===== src/rtl/output_mem_params.svh =====
`ifndef OUTPUT_MEM_PARAMS_SVH
`define OUTPUT_MEM_PARAMS_SVH

// width of one host databus word
`define OM_DATA_W 32

// local memory address width, 256 words
`define OM_ADDR_W 8

// addresses per period of the pattern
`define OM_PERIOD_W 10

// idle cycles before the first address
`define OM_DELAY_W 7

`endif


===== src/rtl/bus_pkg.sv =====
`default_nettype none

`include "output_mem_params.svh"

package bus_pkg;

   // one data word on the host databus
   typedef logic [`OM_DATA_W-1:0] word_t;

   // one local memory address
   typedef logic [`OM_ADDR_W-1:0] addr_t;

   // byte strobes, one per byte of a word
   typedef logic [`OM_DATA_W/8-1:0] strb_t;

endpackage

`default_nettype wire


===== src/rtl/agen_pkg.sv =====
`default_nettype none

`include "output_mem_params.svh"

package agen_pkg;

   // address count inside one period
   typedef logic [`OM_PERIOD_W-1:0] period_t;

   // start delay in clock cycles
   typedef logic [`OM_DELAY_W-1:0] delay_t;

   // run phases of the address generator
   typedef enum logic [1:0] {AG_IDLE, AG_DELAY, AG_STREAM} ag_state_t;

endpackage

`default_nettype wire


===== src/rtl/addr_gen.sv =====
`timescale 1ns/10ps
`default_nettype none

module addr_gen (
   input  wire                clk,
   input  wire                rst,
   input  wire                run_i,
   input  bus_pkg::addr_t     iter_i,
   input  bus_pkg::addr_t     start_i,
   input  bus_pkg::addr_t     incr_i,
   input  bus_pkg::addr_t     shift_i,
   input  agen_pkg::period_t  per_i,
   input  agen_pkg::delay_t   delay_i,
   output logic               valid_o,
   output bus_pkg::addr_t     addr_o,
   output logic               done_o
);

   import bus_pkg::*;
   import agen_pkg::*;

   ag_state_t state_q;
   delay_t    delay_cnt_q;
   period_t   per_cnt_q;
   addr_t     iter_cnt_q;
   addr_t     base_q;
   logic      last_in_per;
   logic      last_iter;
   logic      empty_cfg;

   // position inside the two-level walk
   assign last_in_per = (per_cnt_q == per_i - period_t'(1));
   assign last_iter   = (iter_cnt_q == iter_i - addr_t'(1));

   // a zero count gives a pattern with no addresses
   assign empty_cfg = (per_i == '0) || (iter_i == '0);

   always_ff @(posedge clk or posedge rst) begin
      if (rst) begin
         state_q     <= AG_IDLE;
         delay_cnt_q <= '0;
         per_cnt_q   <= '0;
         iter_cnt_q  <= '0;
         base_q      <= '0;
         addr_o      <= '0;
         valid_o     <= 1'b0;
         done_o      <= 1'b1;
      end else if (run_i) begin
         // a new run restarts the pattern from any state
         state_q     <= AG_DELAY;
         delay_cnt_q <= delay_i;
         valid_o     <= 1'b0;
         done_o      <= 1'b0;
      end else begin
         case (state_q)
            AG_DELAY: begin
               if (delay_cnt_q != '0) begin
                  delay_cnt_q <= delay_cnt_q - delay_t'(1);
               end else if (empty_cfg) begin
                  state_q <= AG_IDLE;
                  done_o  <= 1'b1;
               end else begin
                  // first address of the first period
                  state_q    <= AG_STREAM;
                  base_q     <= start_i;
                  addr_o     <= start_i;
                  per_cnt_q  <= '0;
                  iter_cnt_q <= '0;
                  valid_o    <= 1'b1;
               end
            end
            AG_STREAM: begin
               if (!last_in_per) begin
                  addr_o    <= addr_o + incr_i;
                  per_cnt_q <= per_cnt_q + period_t'(1);
               end else if (!last_iter) begin
                  // period end, base moves by the shift
                  base_q     <= base_q + shift_i;
                  addr_o     <= base_q + shift_i;
                  per_cnt_q  <= '0;
                  iter_cnt_q <= iter_cnt_q + addr_t'(1);
               end else begin
                  // last address was shown in the cycle before this edge
                  state_q <= AG_IDLE;
                  valid_o <= 1'b0;
                  done_o  <= 1'b1;
               end
            end
            default: begin
               valid_o <= 1'b0;
            end
         endcase
      end
   end

endmodule

`default_nettype wire


===== src/rtl/output_mem_unit.sv =====
`timescale 1ns/10ps
`default_nettype none

module output_mem_unit (
   input  wire                clk,
   input  wire                rst,
   input  wire                run_i,
   input  wire                disabled_i,
   input  wire                running_i,
   // host write group
   input  wire                valid_i,
   input  bus_pkg::strb_t     wstrb_i,
   input  bus_pkg::addr_t     addr_i,
   input  bus_pkg::word_t     wdata_i,
   // pattern configuration
   input  bus_pkg::addr_t     iter_i,
   input  agen_pkg::period_t  per_i,
   input  bus_pkg::addr_t     start_i,
   input  bus_pkg::addr_t     incr_i,
   input  bus_pkg::addr_t     shift_i,
   input  agen_pkg::delay_t   delay_i,
   // memory ports
   output logic               mem_we_o,
   output bus_pkg::addr_t     mem_waddr_o,
   output bus_pkg::word_t     mem_wdata_o,
   output logic               mem_re_o,
   output bus_pkg::addr_t     mem_raddr_o,
   input  bus_pkg::word_t     mem_rdata_i,
   // status and stream
   output logic               done_o,
   output bus_pkg::word_t     out_o
);

   import bus_pkg::*;

   word_t out_q;

   // strobes act as a single word write enable
   always_ff @(posedge clk or posedge rst) begin
      if (rst) begin
         mem_we_o <= 1'b0;
      end else begin
         mem_we_o <= valid_i & (|wstrb_i);
      end
   end

   always_ff @(posedge clk) begin
      if (valid_i) begin
         mem_waddr_o <= addr_i;
         mem_wdata_o <= wdata_i;
      end
   end

   // read side driven straight by the generator
   addr_gen u_addr_gen (
      .clk     (clk),
      .rst     (rst),
      .run_i   (run_i & ~disabled_i),
      .iter_i  (iter_i),
      .start_i (start_i),
      .incr_i  (incr_i),
      .shift_i (shift_i),
      .per_i   (per_i),
      .delay_i (delay_i),
      .valid_o (mem_re_o),
      .addr_o  (mem_raddr_o),
      .done_o  (done_o)
   );

   // second stage of the two cycle read latency
   always_ff @(posedge clk or posedge rst) begin
      if (rst) begin
         out_q <= '0;
      end else begin
         out_q <= mem_rdata_i;
      end
   end

   assign out_o = running_i ? out_q : '0;

endmodule

`default_nettype wire


===== config.mk =====
export PLATFORM = sky130hd
export DESIGN_NAME = output_mem_unit
export DESIGN_NICKNAME = d
export VERILOG_FILES = /design/src/rtl/bus_pkg.sv /design/src/rtl/agen_pkg.sv /design/src/rtl/addr_gen.sv /design/src/rtl/output_mem_unit.sv
export VERILOG_INCLUDE_DIRS = /design/src /design/src/rtl
export SDC_FILE = /design/constraint.sdc
export NUM_CORES = 1
export LEC_CHECK = 0
export BUFFER_PORTS_ARGS = -buffer_cell sky130_fd_sc_hd__buf_2
export CORE_MARGIN = 2
export CORE_UTILIZATION = 46
export DETAILED_ROUTE_END_ITERATION = 16
export GPL_TIMING_DRIVEN = 0
export PLACE_DENSITY = 0.84
export SLEW_MARGIN = 20
export SYNTH_ARGS = -nofsm -noshare
export SYNTH_HDL_FRONTEND = slang
export SYNTH_SLANG_ARGS = --single-unit

===== constraint.sdc =====
create_clock -name clk -period 2.5 [get_ports clk]
set_input_delay 0.5 -clock clk [delete_from_list [all_inputs] [get_ports clk]]
set_output_delay 0.5 -clock clk [all_outputs]
set_load 0.02 [all_outputs]

==> results.ini <==
[status]
status=finished, violations left
violations=setup timing

[synth]
ys_seq_area_share_pct=50.69
synth_ff_type=dfrtp_1
synthTopCellsByCount=dfrtp_1 (77), edfxtp_1 (40), nand2_1 (36)
netlist_area_sq_um=6222
syn_area_per_cell_sq_um=10.82
synth_nets=731
ys_seq_elements=118
synth_area_leaders=dfrtp_1 (31%), edfxtp_1 (19%), ha_1 (4.6%)
syn_inst=575
yosysMostFrequentCell=dfrtp_1
ys_async_sr_fraction_pct=66.10
yosys_warnings=0
synth_top_cell_area_share_pct=30.97
synth_edf_count=40
synth_area_leader_cell=dfrtp_1
synth_cell_types=71

[timing]
finalHoldViolCount=0
tns_ps=-1619
fin_hold_ws_ps=126.5
finalCritPeriodShare_pct=104.7
slew_viol_final=0
worst_slack_ps=-116.5
worst_pin_slew_ps=883.6
rsz0062_at_grt=yes
fin_crit_ps=2617
fin_skew_ps=6.629
fmax_mhz=382.2
slew_headroom_pct=41.10
finalSetupViolCount=27

[cells_and_area]
drive_gt1_share_pct=42.32
stdcell_area_sq_um=8807
nets=989
post-route-util_pct=66.51
syn2layout_area_growth_pct=41.54
fill_cells=997

[clock_tree]
clkTransAtPathRegs_ps=60
clk-insertion-delay-late_ps=420
cts.sinks=118
cts_tree=done
cts_buffers=17
htreeDepth=4
ctsRootBufferMaster=clkbuf_16
cts_hold_buf=0
ctsLongestPathBuffers=2

[floorplan]
rows=42
io_pins=214
die_w_um=120.3
die_area_sq_um=14470
die_y_um=120.3
core_sq_um=13240
start_util_pct=46.99

[global_routing]
antenna_found_initial=1
track_usage_pct=25.00
grt_max_degree=42
grt_pass1_wl_mm=27.79
overflow=0
first_global_vias=5533

[worst_setup_path]
r2r_setup_slack_ps=-60
crit_required_ps=2800
r2r-start=u_addr_gen.delay_cnt_q[5]
crit_type=input port to register
r2r_end=u_addr_gen.base_q[0]
crit_start=per_i[0]
arrival_ps=2920
end_kind=register
path_max_fanout=6
cp-start-kind=input port
reg2regPathDepth=8

[pwr]
ir_worst_vdd_mv=0.6914
power_density_nw_per_um2=988.5
netSwitchingPower_mw=3.215
power_leakage_nw=3.945
combinationalPowerShare_pct=42.1
p_int_mw=5.491
pwr-share-seq_pct=30.1
p_sw_share_pct=36.93
clock_power_share_pct=27.8

[worst_hold_path]
hp-class=input port to asynchronous set/reset pin

[drt]
wl_per_cell_um=18.54
drt_wl_total_mm=18.96
vias=5792
drt-pass1-iter-count=5
via_per_inst=5.662
drt-initial-drc-count=540
ant_nets=0
drc=0

[place]
io_buffers=210
gp_congestion=0.9154
hpwl_mm=12.54
placed_area_sq_um=7614

[job]
drv_cap=0

critical path, cell delays in order:
cell and delay [ps]:
clkbuf_16 130, clkinv_8 40, ha_4 110, or4b_4 520, nor3_4 220, a211oi_4 70
o311ai_4 390, buf_4 180, and3_4 240, buf_8 150, a31oi_4 80, a221o_1 270
registers in the layout, indices dropped and copies added, names as in the netlist:
| register | cells |
|---|---|
| mem_waddr_o | 8 |
| mem_wdata_o | 32 |
| mem_we_o | 1 |
| out_q | 32 |
| u_addr_gen.addr_o | 8 |
| u_addr_gen.base_q | 8 |
| u_addr_gen.delay_cnt_q | 7 |
| u_addr_gen.done_o | 1 |
| u_addr_gen.iter_cnt_q | 8 |
| u_addr_gen.per_cnt_q | 10 |
| u_addr_gen.state_q | 2 |
| u_addr_gen.valid_o | 1 |
worst max path at each step:
stage	endpoint	slack [ps]	depth (start not counted)
global placement	u_addr_gen.per_cnt_q[5]	-1050	2
floorplan	u_addr_gen.iter_cnt_q[0]	-660	11
CTS	u_addr_gen.base_q[0]	-60	13
global route	u_addr_gen.iter_cnt_q[6]	-180	12
finish	u_addr_gen.iter_cnt_q[6]	-120	12
detailed placement	u_addr_gen.base_q[0]	-1030	11
final cells by class:
type | count | area [sq um] | share of cell area, %
flip-flops and latches | 118 | 3154 | 35.81
plain buffers | 27 | 178.9 | 2.032
clock buffers | 20 | 457.9 | 5.200
multi-input cells | 395 | 3139 | 35.64
diodes | 1 | 2.502 | 0.02841
inverters | 31 | 136.4 | 1.549
well taps | 176 | 220.2 | 2.500
clock inverters | 12 | 125.1 | 1.421
repair buffers | 243 | 1393 | 15.81
timing repair:
action | CTS | global route
pin swaps | 16 | 18
setup endpoints to repair | 38 | 38
buffers inserted | 27 | 5
gates resized for setup | 34 | 52
cloned | 2 | 0
per-layer routing:
| metal | global-route usage [%] | vias up | share of wire [%] |
|---|---|---|---|
| met5 | 0 | - | 0 |
| met4 | 10.54 | 0 | 3.4 |
| met3 | 6.415 | 75 | 8.9 |
| met2 | 43.22 | 379 | 49 |
| met1 | 29.57 | 2725 | 38 |
| li1 | - | 2613 | - |
layout by cell type (no fill, tap or decap), types with 22 or more instances in the layout:
cell type    n
buf_4       23
and2_1      33
dfrtp_1     77
inv_1       27
nor2_1      22
edfxtp_1    40
ha_1        22
a21oi_1     22
nand2_1     32
nor3_1      22
buf_2      209
per-stage QoR:
step | total power, mW | cells | worst slack [ps]
detailed placement | 5.605 | 962 | -1031
global route | 9.116 | 1023 | -181.7
global placement | 5.492 | 961 | -1052
CTS | 8.517 | 1021 | -58.09
finish | 8.706 | 1023 | -116.5
floorplan | 4.759 | 575 | -655.4
power by group through the flow:
stage               Sequential, mW  Clock (mW)  Combinational, mW
finish                        2.62        2.42               3.66
global route                  2.65        2.54               3.92
CTS                           2.59        2.44               3.48
detailed placement            2.61           0               3.00
global placement              2.60           0               2.90
floorplan                     2.72           0               2.03
cells by family after synthesis:
group / synth area share, %
xor+xnor: 4.786
mux: 3.278
flops: 50.69
simple gates: 16.29
compound gates: 15.79
fa+ha+maj: 5.269
buf+inv: 3.901
Power figures use the tool's default switching activity.
